<file path="config.mk">
export PLATFORM = sky130hd
export DESIGN_NAME = apbAlu
export DESIGN_NICKNAME = d
export VERILOG_FILES = /design/src/verilog/aluPkg.sv /design/src/verilog/aluOpIf.sv /design/src/verilog/aluDecode.sv /design/src/verilog/aluExecute.sv /design/src/verilog/aluResult.sv /design/src/verilog/apbAlu.sv
export SDC_FILE = /design/constraint.sdc
export NUM_CORES = 1
export LEC_CHECK = 0
export ABC_CLOCK_PERIOD_IN_PS = 4100
export BUFFER_PORTS_ARGS = -buffer_cell sky130_fd_sc_hd__buf_4
export CORE_MARGIN = 2
export CORE_UTILIZATION = 52
export DETAILED_ROUTE_END_ITERATION = 10
export HOLD_SLACK_MARGIN = 0.02
export PLACE_DENSITY_LB_ADDON = 0.1
export RECOVER_POWER = 25
export SETUP_SLACK_MARGIN = 0.02
export SLEW_MARGIN = 40
export SYNTH_ARGS = -nofsm -noshare
export SYNTH_HDL_FRONTEND = slang
export SYNTH_HIERARCHICAL = 1
export SYNTH_SLANG_ARGS = --single-unit
</file>
<file path="constraint.sdc">
create_clock -name clock -period 4.1 [get_ports clock]
set_input_delay 0.205 -clock clock [delete_from_list [all_inputs] [get_ports clock]]
set_output_delay 0.205 -clock clock [all_outputs]
set_load 0.01 [all_outputs]
</file>
<file path="src/verilog/aluPkg.sv">
`default_nettype none

package aluPkg;

    // ----------------------------------------
    // Opcodes
    // ----------------------------------------

    // Codes 13 to 15 are not assigned
    typedef enum logic [3:0] {
        AddOp  = 4'd0,
        SubOp  = 4'd1,
        SubcOp = 4'd2,
        AndOp  = 4'd3,
        OrOp   = 4'd4,
        NotOp  = 4'd5,
        XorOp  = 4'd6,
        LsrAOp = 4'd7,
        LslAOp = 4'd8,
        LsrBOp = 4'd9,
        LslBOp = 4'd10,
        AsrAOp = 4'd11,
        AsrBOp = 4'd12
    } aluOpcodeT;

    // ----------------------------------------
    // Flags
    // ----------------------------------------

    localparam int FlagBits = 4;

    // Bit positions in the flag word
    localparam int ZeroFlag  = 0;
    localparam int CarryFlag = 1;
    localparam int NegFlag   = 2;
    localparam int OverFlag  = 3;

    // ----------------------------------------
    // APB register map
    // ----------------------------------------

    localparam int ApbAddrBits = 8;
    localparam int ApbDataBits = 32;

    localparam logic [ApbAddrBits-1:0] RegOpA   = 8'h00;
    localparam logic [ApbAddrBits-1:0] RegOpB   = 8'h04;
    localparam logic [ApbAddrBits-1:0] RegCtrl  = 8'h08;
    localparam logic [ApbAddrBits-1:0] RegFlags = 8'h0C;
    localparam logic [ApbAddrBits-1:0] RegResult = 8'h10;

    // Slave error response levels
    localparam logic ApbRespOk  = 1'b0;
    localparam logic ApbRespErr = 1'b1;

    // True for the thirteen assigned opcodes
    function automatic logic opcodeValid(input logic [3:0] code);
        return code <= 4'(AsrBOp);
    endfunction

endpackage

`default_nettype wire

</file>
<file path="src/verilog/aluOpIf.sv">
`default_nettype none

// Operation handed from decode to execute
interface aluOpIf
    import aluPkg::*;
    #(
        parameter int Width = 8
    ) ();

    // One-cycle launch strobe
    logic             issue;
    aluOpcodeT        opcode;
    logic [Width-1:0] opA;
    logic [Width-1:0] opB;
    // Carry bit from current FLAGS
    logic             carryIn;

    // Register file side
    modport issuer (output issue, output opcode, output opA, output opB, output carryIn);

    // ALU side
    modport worker (input issue, input opcode, input opA, input opB, input carryIn);

endinterface

`default_nettype wire

</file>
<file path="src/verilog/aluDecode.sv">
`default_nettype none

module aluDecode
    import aluPkg::*;
    #(
        parameter int Width = 8
    ) (
        input  logic                   clock,
        input  logic                   reset,
        input  logic                   psel,
        input  logic                   penable,
        input  logic                   pwrite,
        input  logic [ApbAddrBits-1:0] paddr,
        input  logic [ApbDataBits-1:0] pwdata,
        output logic                   pready,
        output logic                   pslverr,
        aluOpIf.issuer                 op,
        input  logic                   done,
        input  logic [FlagBits-1:0]    flagsNow,
        output logic                   flagsWrite,
        output logic [FlagBits-1:0]    flagsData,
        output logic [ApbAddrBits-1:0] rdSel,
        output logic [Width-1:0]       rdOpA,
        output logic [Width-1:0]       rdOpB
    );

    logic             pending;
    logic             complete;
    logic             wrDone;
    logic             addrMapped;
    logic             ctrlValid;
    logic             badWrite;
    logic [Width-1:0] opAReg;
    logic [Width-1:0] opBReg;

    // ----------------------------------------
    // APB handshake
    // ----------------------------------------

    // Stall access phase while ALU busy
    assign pready   = !(pending && psel && penable);
    assign complete = psel && penable && pready;
    assign wrDone   = complete && pwrite;

    // Known word offsets only
    always_comb begin
        case (paddr)
            RegOpA, RegOpB, RegCtrl, RegFlags, RegResult: addrMapped = 1'b1;
            default: addrMapped = 1'b0;
        endcase
    end

    // Low nibble of CTRL carries opcode
    assign ctrlValid = opcodeValid(pwdata[3:0]);

    // RESULT is read-only; CTRL rejects unassigned codes
    assign badWrite = pwrite
                   && ((paddr == RegResult) || ((paddr == RegCtrl) && !ctrlValid));

    // Error only flagged in completing cycle
    assign pslverr = (complete && (!addrMapped || badWrite)) ? ApbRespErr : ApbRespOk;

    // ----------------------------------------
    // Operand registers
    // ----------------------------------------

    always_ff @(posedge clock) begin
        if (reset) begin
            opAReg <= '0;
            opBReg <= '0;
        end else if (wrDone) begin
            if (paddr == RegOpA)
                opAReg <= pwdata[Width-1:0];
            if (paddr == RegOpB)
                opBReg <= pwdata[Width-1:0];
        end
    end

    assign rdOpA = opAReg;
    assign rdOpB = opBReg;
    assign rdSel = paddr;

    // Host write to FLAGS
    assign flagsWrite = wrDone && (paddr == RegFlags);
    assign flagsData  = pwdata[FlagBits-1:0];

    // ----------------------------------------
    // Issue and pending
    // ----------------------------------------

    assign op.issue   = wrDone && (paddr == RegCtrl) && ctrlValid;
    assign op.opcode  = aluOpcodeT'(pwdata[3:0]);
    assign op.opA     = opAReg;
    assign op.opB     = opBReg;
    assign op.carryIn = flagsNow[CarryFlag];

    // Single operation in flight, cleared once done is seen
    always_ff @(posedge clock) begin
        if (reset)
            pending <= 1'b0;
        else if (op.issue)
            pending <= 1'b1;
        else if (done)
            pending <= 1'b0;
    end

endmodule

`default_nettype wire

</file>
<file path="src/verilog/aluExecute.sv">
`default_nettype none

module aluExecute
    import aluPkg::*;
    #(
        parameter int Width = 8
    ) (
        input  logic                clock,
        input  logic                reset,
        aluOpIf.worker              op,
        output logic                done,
        output logic [Width-1:0]    value,
        output logic [FlagBits-1:0] flags
    );

    // Captured operation
    logic             busy;
    aluOpcodeT        opcodeQ;
    logic [Width-1:0] aQ;
    logic [Width-1:0] bQ;
    logic             cinQ;

    // Combinational datapath
    logic [Width-1:0] addend;
    logic             addCin;
    logic [Width:0]   sum;
    logic [Width-1:0] shiftSrc;
    logic [Width-1:0] res;
    logic             carry;
    logic             over;

    // ----------------------------------------
    // Operand capture
    // ----------------------------------------

    always_ff @(posedge clock) begin
        if (reset)
            busy <= 1'b0;
        else
            busy <= op.issue;
    end

    always_ff @(posedge clock) begin
        if (op.issue) begin
            opcodeQ <= op.opcode;
            aQ      <= op.opA;
            bQ      <= op.opB;
            cinQ    <= op.carryIn;
        end
    end

    // ----------------------------------------
    // Adder
    // ----------------------------------------

    // Sub and Subc add the complement of B
    always_comb begin
        addend  = ~bQ;
        addCin  = 1'b1;
        case (opcodeQ)
            AddOp: begin
                addend = bQ;
                addCin = cinQ;
            end
            SubOp: addCin = 1'b1;
            // Extra one only without borrow
            SubcOp: addCin = !cinQ;
            default: ;
        endcase
    end

    assign sum = {1'b0, aQ} + {1'b0, addend} + {{Width{1'b0}}, addCin};

    // B-side shifts share the A-side logic
    assign shiftSrc = (opcodeQ == LsrBOp || opcodeQ == LslBOp || opcodeQ == AsrBOp) ? bQ : aQ;

    // ----------------------------------------
    // Result and carry
    // ----------------------------------------

    always_comb begin
        res   = '0;
        carry = 1'b0;
        over  = 1'b0;
        case (opcodeQ)
            AddOp, SubOp, SubcOp: begin
                res   = sum[Width-1:0];
                carry = sum[Width];
                // Equal addend signs, result sign flipped
                over  = (aQ[Width-1] == addend[Width-1])
                     && (sum[Width-1] != aQ[Width-1]);
            end
            // Logic ops leave carry clear
            AndOp: res = aQ & bQ;
            OrOp:  res = aQ | bQ;
            NotOp: res = ~aQ;
            XorOp: res = aQ ^ bQ;
            LsrAOp, LsrBOp: begin
                res   = {1'b0, shiftSrc[Width-1:1]};
                carry = shiftSrc[0];
            end
            LslAOp, LslBOp: begin
                res   = {shiftSrc[Width-2:0], 1'b0};
                carry = shiftSrc[Width-1];
                // 6809 rule for left shift
                over  = shiftSrc[Width-1] ^ shiftSrc[Width-2];
            end
            AsrAOp, AsrBOp: begin
                // Sign bit replicated
                res   = {shiftSrc[Width-1], shiftSrc[Width-1:1]};
                carry = shiftSrc[0];
            end
            default: begin
                res   = '0;
                carry = 1'b0;
            end
        endcase
    end

    // ----------------------------------------
    // Output register
    // ----------------------------------------

    always_ff @(posedge clock) begin
        if (reset)
            done <= 1'b0;
        else
            done <= busy;
    end

    always_ff @(posedge clock) begin
        if (busy) begin
            value           <= res;
            flags[ZeroFlag]  <= (res == '0);
            flags[CarryFlag] <= carry;
            flags[NegFlag]   <= res[Width-1];
            flags[OverFlag]  <= over;
        end
    end

endmodule

`default_nettype wire

</file>
<file path="src/verilog/aluResult.sv">
`default_nettype none

module aluResult
    import aluPkg::*;
    #(
        parameter int Width = 8
    ) (
        input  logic                   clock,
        input  logic                   reset,
        input  logic                   done,
        input  logic [Width-1:0]       value,
        input  logic [FlagBits-1:0]    flags,
        input  logic                   flagsWrite,
        input  logic [FlagBits-1:0]    flagsData,
        input  logic [ApbAddrBits-1:0] rdSel,
        input  logic [Width-1:0]       rdOpA,
        input  logic [Width-1:0]       rdOpB,
        output logic [FlagBits-1:0]    flagsNow,
        output logic [ApbDataBits-1:0] prdata
    );

    logic [Width-1:0]    resultReg;
    logic [FlagBits-1:0] flagsReg;

    // ----------------------------------------
    // RESULT and FLAGS
    // ----------------------------------------

    always_ff @(posedge clock) begin
        if (reset)
            resultReg <= '0;
        else if (done)
            resultReg <= value;
    end

    // ALU update or host write, never both at once
    always_ff @(posedge clock) begin
        if (reset)
            flagsReg <= '0;
        else if (done)
            flagsReg <= flags;
        else if (flagsWrite)
            flagsReg <= flagsData;
    end

    // Carry feeds the next operation
    assign flagsNow = flagsReg;

    // ----------------------------------------
    // Read mux
    // ----------------------------------------

    // Zero above the register width
    always_comb begin
        prdata = '0;
        case (rdSel)
            RegOpA:    prdata[Width-1:0]    = rdOpA;
            RegOpB:    prdata[Width-1:0]    = rdOpB;
            RegFlags:  prdata[FlagBits-1:0] = flagsReg;
            RegResult: prdata[Width-1:0]    = resultReg;
            // CTRL is write-only
            default:   prdata = '0;
        endcase
    end

endmodule

`default_nettype wire

</file>
<file path="src/verilog/apbAlu.sv">
`default_nettype none

module apbAlu
    import aluPkg::*;
    #(
        parameter int Width = 8
    ) (
        input  logic                   clock,
        input  logic                   reset,
        // APB3 slave
        input  logic                   psel,
        input  logic                   penable,
        input  logic                   pwrite,
        input  logic [ApbAddrBits-1:0] paddr,
        input  logic [ApbDataBits-1:0] pwdata,
        output logic [ApbDataBits-1:0] prdata,
        output logic                   pready,
        output logic                   pslverr
    );

    // Execute to result
    logic                   done;
    logic [Width-1:0]       value;
    logic [FlagBits-1:0]    flags;

    // Decode and result cross links
    logic                   flagsWrite;
    logic [FlagBits-1:0]    flagsData;
    logic [ApbAddrBits-1:0] rdSel;
    logic [Width-1:0]       rdOpA;
    logic [Width-1:0]       rdOpB;
    logic [FlagBits-1:0]    flagsNow;

    aluOpIf #(.Width(Width)) opBus ();

    // ----------------------------------------
    // Stages
    // ----------------------------------------

    aluDecode #(.Width(Width)) i_decode (
        .clock      (clock),
        .reset      (reset),
        .psel       (psel),
        .penable    (penable),
        .pwrite     (pwrite),
        .paddr      (paddr),
        .pwdata     (pwdata),
        .pready     (pready),
        .pslverr    (pslverr),
        .op         (opBus.issuer),
        .done       (done),
        .flagsNow   (flagsNow),
        .flagsWrite (flagsWrite),
        .flagsData  (flagsData),
        .rdSel      (rdSel),
        .rdOpA      (rdOpA),
        .rdOpB      (rdOpB)
    );

    aluExecute #(.Width(Width)) i_execute (
        .clock (clock),
        .reset (reset),
        .op    (opBus.worker),
        .done  (done),
        .value (value),
        .flags (flags)
    );

    aluResult #(.Width(Width)) i_result (
        .clock      (clock),
        .reset      (reset),
        .done       (done),
        .value      (value),
        .flags      (flags),
        .flagsWrite (flagsWrite),
        .flagsData  (flagsData),
        .rdSel      (rdSel),
        .rdOpA      (rdOpA),
        .rdOpB      (rdOpB),
        .flagsNow   (flagsNow),
        .prdata     (prdata)
    );

endmodule

`default_nettype wire

</file>
==> summary.md, run 1 <==
| Metric | Value |
|---|---|
| Status | completed |
| Top-count cell post-synth | buf_4 |
| Maximum clock insertion buffer count | 2 |
| I/O pins | 79 |
| Sequential Area | between 1500 and 2000 sq um |
| Clk slew on worst S/H paths | 70 ps |
| Hpwl dp | a little over 8000 um |
| WL met2 | 5059 um |
| Critical Path AT | ~3700 ps |
| CTS Sinks | 63 |
| Met1 wire length | 5005 um |
| CP max stage delay | approximately 600 ps |
| Nets@finish | between 500 and 600 |
| Pint | about 0.00094 W |
| Top cells by count, synth | buf_4, mux2i_1, nor2_1 |
| Crit path max-delay family | simple AND/OR/NAND/NOR gates |
| Hold buffer count at cts | 0 |
| Synth area leader | edfxtp_1 |
| Final core occ | 53.91% |
| Worst-case vdd ir drop | 0.1688 mV |
| Vias per std cell | 5.789 |
| TritonCTS clock tree | done |
| Initial antenna violation count | 0 |
| Switching Share | between 20% and 30% |
| Mapped cell area | 4792 sq um |
| H-tree Lvls | 3 |
| Max-Cap Viols | 0 |
| WL/cell | 18.09 um |
| GPL Wtd Cong | 0.8777 |
| DR WL met3 | ~630 um |
| Final Hold Violating Endpoints | 0 |
| Power share of the sequential group | a little over half |
| Drt pass-1 iters | 4 |
| CP max FO | 4 |
| Area Growth Syn to Fin | 2.480% |
| Routed WL | ~11000 um |
| Final setup fails | 0 |
| Critical-path top delay cell | or4_1 |
| Fmax | roughly 280 MHz |
| Unique masters post-synth | 69 |
| # fillers | slightly above 800 |
| Share of post-route cells with drive strength above 1 | 15.07% |
| Combinational share of power | under 10% |
| Worst min-delay path class | in2reg |
| Die width | around 100 um |
| Post-synth top area share | 20.05% |
| DRC viols | 0 |
| Clock power frac | 41.8% |
| Net Switching | 0.0002968 W |
| Slew margin rel. | 43.65% |
| Cells after Synth | about 500 |
| Multi-input gate area | 2630 sq um |
| Initial detailed-routing violation count | 194 |
| Top_reg_cell synth | edfxtp_1 |
| Clk_lat worst skew | 340 ps |
| Asr flop ratio synth | 0% |
| Die footprint | 9999 sq um |
| Post-synth EDFFs | 32 |
| Hold WS | 149.3 ps |
| Worst Skew | 9.694 ps |
| Final setup TNS | 0 ps |
| Antenna-violating nets left | 0 |
| Final Max Slew Viols | 0 |
| Antenna Diode Count | 0 |
| Cts bufs inserted | 9 |
| Grt ovf | 0 |
| Crit path buf inv count | 1 |
| Post_cts resized | 0 |
| Synth top area cells | edfxtp_1, dfxtp_1, buf_4 |
| Initial Util | 52.61% |
| Register area share after synthesis | 33.00% |
| Startpoint types | flip-flop |
| Largest net degree at the start of global routing | 41 |
| Global-route wire length before repair | 17710 um |
| Pwr Density | approximately 250 nW/um^2 |
| Clk Tree Root Cell | clkbuf_8 |
| Core box area | 9109 sq um |
| Crit-path cells | or2_2, nor3_2, xnor2_1, fa_1, inv_1, fa_1, nand2b_1, a21oi_1, or4_1, a21oi_1, or4_1, nor4_2 |
| Setup Crit Path Kind | reg2reg |
| Crit end category | flip-flop |
| Row cnt | 35 |
| LEAKAGE | 1.995 nW |
| RSZ-0062 raised after global routing | false |
| Gr usage total | 22.87% |
| Highest Signal Layer | met4 |
| Minimum clock period | 3557 ps |
| Via count | 3485 |
| Req. time, crit path | 4260 ps |
| Die height | 100.0 um |
| Worst Tran Pin Value | roughly 840 ps |
| Avg Cell Area, Syn | 9.681 sq um |
| Port Buf Inserts | 30 |
| Yosys reg bits | 63 |
| YS warnings | 6 |
| Vias in the first global route | 3345 |
| Period Utilization, post-route | 86.75% |
| Setup Buffers After CTS | 0 |
-- through the flow --
stage	worst slack [ps]	cell area, sq um	instances	power (W)
after global placement	669.1	4721	586	0.0007338
after detailed placement	614.3	4727	586	0.0007343
after CTS	584.3	4920	602	0.001247
after global routing	375.8	4911	602	0.001287
final	543.1	4911	602	0.001236
after floorplan	315.9	4878	518	0.0007355
-- routing by layer --
| layer | track usage [%] | vias up |
|---|---|---|
| li1 | - | 1691 |
| met1 | 32.27 | 1651 |
| met2 | 35.81 | 126 |
| met3 | 4.666 | 17 |
| met4 | 6.533 | 0 |
| met5 | 0 | - |
-- registers in the layout, indices dropped and copies added (netlist names) --
name                cells
i_decode/op.opB         8
i_execute/done          1
i_result/resultReg      8
i_execute/busy          1
i_execute/value         7
i_execute/cinQ          1
i_execute/flags         4
i_result/flagsNow       4
i_execute/bQ            8
i_decode/op.opA         8
i_decode/pending        1
i_execute/opcodeQ       4
i_execute/aQ            8
-- worst paths after layout --
kind	from	endpoint	slack [ps]	cells after the start
min reg2reg	i_decode/op.opA[1]$_SDFFE_PP0P_	i_execute/aQ[1]$_DFFE_PP_	480	0
min	pwdata[4]	i_decode/op.opB[4]$_SDFFE_PP0P_	150	3
max reg2reg	i_execute/opcodeQ[3]$_DFFE_PP_	i_execute/flags[0]$_DFFE_PP_	540	12
max	i_execute/opcodeQ[3]$_DFFE_PP_	i_execute/flags[0]$_DFFE_PP_	540	12
-- layout by cell type, fill, tap and decap left out, types with 7 or more instances in the layout --
cell	netlist	final
a32oi_1	14	14
a21oi_1	11	11
xnor2_1	12	12
edfxtp_1	32	32
o21ai_0	14	14
clkbuf_8	0	9
inv_1	27	27
buf_4	60	33
conb_1	1	24
ha_1	23	23
nand2_1	16	16
mux2_2	9	9
mux2i_1	45	45
dfxtp_1	31	31
nor2b_1	7	7
nor2_1	39	39
nand2b_1	32	32
-- kinds of logic (layout without fill, tap and decap cells) --
logic type / after synthesis / count (layout) / share of synthesized area [%]
muxes: 56 / 56 / 12.53
and+or+nand+nor: 147 / 147 / 18.33
xor gates and xnor gates: 16 / 16 / 2.924
DFF: 63 / 63 / 33.00
buffers and inverters: 108 / 81 / 14.18
AOI/OAI and AO/OA: 79 / 79 / 12.12
adders and majority gates: 25 / 25 / 6.841
other: 1 / 24 / 0.07825
-- cell type report --
type / instances / share of cell area [%]
multi-input combinational: 347 / 53.55
timing repair buffer: 37 / 5.350
inverter: 28 / 2.140
clock inverter: 5 / 0.8153
tap: 111 / 2.828
sequential: 63 / 32.20
clock buffer: 11 / 3.108
-- worst min-delay path: stages --
cell,delay (ps)
buf_4,80
nand2b_1,60
mux2i_1,110
-- power by group through the flow --
| stage | Clock [W] | Combinational, W | Sequential, W |
|---|---|---|---|
| 6_report | 0.000517 | 0.0000633 | 0.000656 |
| 3_5_place_dp | 0 | 0.0000642 | 0.000670 |
| 4_1_cts | 0.000527 | 0.0000644 | 0.000656 |
| 3_3_place_gp | 0 | 0.0000638 | 0.000670 |
| 5_1_grt | 0.000562 | 0.0000692 | 0.000655 |
| 2_1_floorplan | 0 | 0.0000654 | 0.000670 |
Note: power is estimated with default switching activity, not from simulation.
==> run 2: changes to the inputs <==
--- a/config.mk
+++ b/config.mk
@@ -8,7 +8,7 @@
 export ABC_CLOCK_PERIOD_IN_PS = 4100
 export BUFFER_PORTS_ARGS = -buffer_cell sky130_fd_sc_hd__buf_4
 export CORE_MARGIN = 2
-export CORE_UTILIZATION = 52
+export CORE_UTILIZATION = 45
 export DETAILED_ROUTE_END_ITERATION = 10
 export HOLD_SLACK_MARGIN = 0.02
 export PLACE_DENSITY_LB_ADDON = 0.1
==> run 2 against run 1 <==
Net effect: clock-buffer cell count decreased by 2; clock skew increased by 3.7 ps; register-to-register slack improved by 70 ps; critical endpoint unchanged; routed wire length increased by 2.7%; via count decreased by 0.77%; setup slack improved by 68 ps; critical path depth unchanged; clock power increased by 2%; cell area increased by 0.51%; global-route usage decreased by 2.7 points; maximum frequency increased by 1.9%.
==> summary.md, run 2 (synthesis gave the netlist of run 1 again) <==
| Metric | Value |
|---|---|
| Status | completed |
| WL/cell | 17.87 um (-1.2%) |
| Power share of the sequential group | 52.5% (-0.6 points) |
| Period Utilization, post-route | 85.10% (-1.7 points) |
| Worst Tran Pin Value | 787.1 ps (-56.90 ps) |
| Slew margin rel. | 46.86% (+3.2 points) |
| Final Hold Violating Endpoints | 0 (unchanged) |
| Initial detailed-routing violation count | 252 (+30%) |
| Via count | 3458 (-0.77%) |
| Minimum clock period | 3489 ps (-67.82 ps) |
| Hold buffer count at cts | 0 (unchanged) |
| Post-route cell area | 4936 sq um (+0.51%) |
| LEAKAGE | 2.001 nW (+0.33%) |
| Die width | 107.2 um (+7.2%) |
| Met1 track demand over resource | 29.85% (-2.4 points) |
| Largest net degree at the start of global routing | 41 (unchanged) |
| Hpwl dp | 8256 um (+2.3%) |
| Setup Buffers After CTS | 0 (unchanged) |
| TritonCTS clock tree | done |
| Area Growth Syn to Fin | 3.003% |
| Crit path buf inv count | 2 (+1) |
| Worst Skew | 13.36 ps (+3.668 ps) |
| Drt pass-1 iters | 5 (+1) |
| Final setup TNS | 0 ps (unchanged) |
| Fmax | 286.6 MHz (+1.9%) |
| Most common cell after layout, fill and taps aside | mux2i_1 |
| Core box area | 10320 sq um (+13%) |
| I/O pins | 79 (unchanged) |
| Clock power frac | 42.3% (+0.5 points) |
| Global-route wire length before repair | 17730 um (about the same) |
| Gr usage total | 20.21% (-2.7 points) |
| Crit-path cells | or2_2, nor3_2, buf_4, xnor2_1, inv_1, fa_1, nand2b_1, a21oi_1, xor2_1, a211o_1, or4b_1, nor4_2 |
| Crit path max-delay family | simple AND/OR/NAND/NOR gates |
| Die footprint | 11490 sq um (+15%) |
| Post_cts resized | 0 (unchanged) |
| Switching Share | 23.05% (-0.98 points) |
| Nets@finish | 555 (-0.18%) |
| Setup Crit Path Kind | reg2reg |
| Net Switching | 0.0002877 W (-3.1%) |
| Reg-to-reg startpoint | i_execute/opcodeQ[3]$_DFFE_PP_ |
| Final setup fails | 0 (unchanged) |
| Min-delay src | pwdata[7] |
| Startpoint types | flip-flop |
| RSZ-0062 raised after global routing | false |
| Routed WL | 11190 um (+2.7%) |
| Port Buf Inserts | 30 (unchanged) |
| Crit end category | flip-flop |
| Max-Cap Viols | 0 (unchanged) |
| Pwr Total | 0.001249 W (+1.0%) |
| Req. time, crit path | 4260 ps (about the same) |
| Initial antenna violation count | 0 (unchanged) |
| Clk Tree Root Cell | clkbuf_8 |
| CP max FO | 7 (+3) |
| Antenna-violating nets left | 0 (unchanged) |
| Pwr Density | 252.9 nW/um^2 (+0.53%) |
| Most frequent cells in the layout | mux2i_1, nor2_1, nand2b_1, edfxtp_1, buf_4 |
| Clk slew on worst S/H paths | 70 ps (about the same) |
| Grt ovf | 0 (unchanged) |
| Critical-path top delay cell | or4b_1 |
| DRC viols | 0 (unchanged) |
| Critical Path AT | 3650 ps (-70 ps) |
| Combinational share of power | 5.2% (about the same) |
| GPL Wtd Cong | 0.8668 (-1.2%) |
| # fillers | 973 (+19%) |
| Clk_lat worst skew | 340 ps (about the same) |
| Final Max Slew Viols | 0 (unchanged) |
| Vias in the first global route | 3200 (-4.3%) |
| Antenna Diode Count | 0 (unchanged) |
| CP Launch Point | i_execute/opcodeQ[3]$_DFFE_PP_ |
| Pint | 0.0009608 W (+2.3%) |
| Worst min-delay path class | in2reg |
| Cts bufs inserted | 9 (unchanged) |
| Met3 usage | 3.222% (-1.4 points) |
| Share of post-route cells with drive strength above 1 | 15.10% (+0.031 points) |
| Cell Area, Placed | 4752 sq um (+0.53%) |
| CP max stage delay | 560 ps (-40 ps) |
| H-tree Lvls | 3 (unchanged) |
| Vias per std cell | 5.524 (-4.6%) |
| CTS Sinks | 63 (unchanged) |
| Busiest grt layer | met2 |
| Maximum clock insertion buffer count | 2 (unchanged) |
| M2 GR Usage | 30.83% (-5.0 points) |
| Worst-case vdd ir drop | 0.2219 mV (+31%) |
| Row cnt | 37 (+5.7%) |
| Die height | 107.2 um (+7.2%) |
| Initial Util | 46.42% (-6.2 points) |
run 2: cell types whose count changed in the layout (fill, tap and decap cells not counted), sizes merged:
cell and change:
buf -1, clkbuf -2, clkinv +4, inv -1, bufinv +1, clkinvlp -2
run 2: worst register-to-register path: stages, from the launching register on:
cell and delay (ps):
edfxtp_1 380, or2_2 350, nor3_2 190, buf_4 230, xnor2_1 160, inv_1 80
fa_1 430, nand2b_1 190, a21oi_1 160, xor2_1 110, a211o_1 310, or4b_1 560
nor4_2 150
run 2: metal layers:
layer / routed length, um / vias to the layer above
li1: - / 1690
met1: 5559 / 1670
met2: 5162 / 89
met3: 353 / 9
met4: 110 / 0
met5: 0 / -
run 2: through the flow:
step | setup WS (ps) | utilization (%) | hold slack [ps] | std cells
2_1_floorplan | 315.9 | - | 276.6 | 518
3_3_place_gp | 663.3 | 45.96 | 444.5 | 610
3_5_place_dp | 628.8 | 46.03 | 444.6 | 610
4_1_cts | 592.1 | 47.95 | 105.8 | 626
5_1_grt | 422.2 | 47.81 | 161.0 | 626
6_report | 611.0 | 47.81 | 156.8 | 626
run 2: area by class of cell:
class	instances	area [sq um]	area share, %
multi-input combinational	347	2625	53.18
inverter	28	105.1	2.129
clock inverter	7	73.82	1.496
timing repair buffer	36	255.2	5.171
tap	136	170.2	3.447
clock buffer	9	123.9	2.510
sequential	63	1583	32.07
run 2: final timing paths:
| kind | to | slack [ps] | cells after the start |
|---|---|---|---|
| worst max-delay path | i_execute/flags[0]$_DFFE_PP_ | 610 | 12 |
| worst min-delay path | i_decode/op.opB[7]$_SDFFE_PP0P_ | 160 | 3 |
| worst max register to register | i_execute/flags[0]$_DFFE_PP_ | 610 | 12 |
| worst min register to register | i_execute/aQ[2]$_DFFE_PP_ | 470 | 0 |
run 2: power groups by stage:
stage / logic, W / clock network (W) / registers (W)
after floorplan: 0.0000654 / 0 / 0.000670
after global placement: 0.0000650 / 0 / 0.000670
after detailed placement: 0.0000657 / 0 / 0.000670
after CTS: 0.0000659 / 0.000540 / 0.000656
after global routing: 0.0000713 / 0.000576 / 0.000655
final: 0.0000648 / 0.000528 / 0.000656
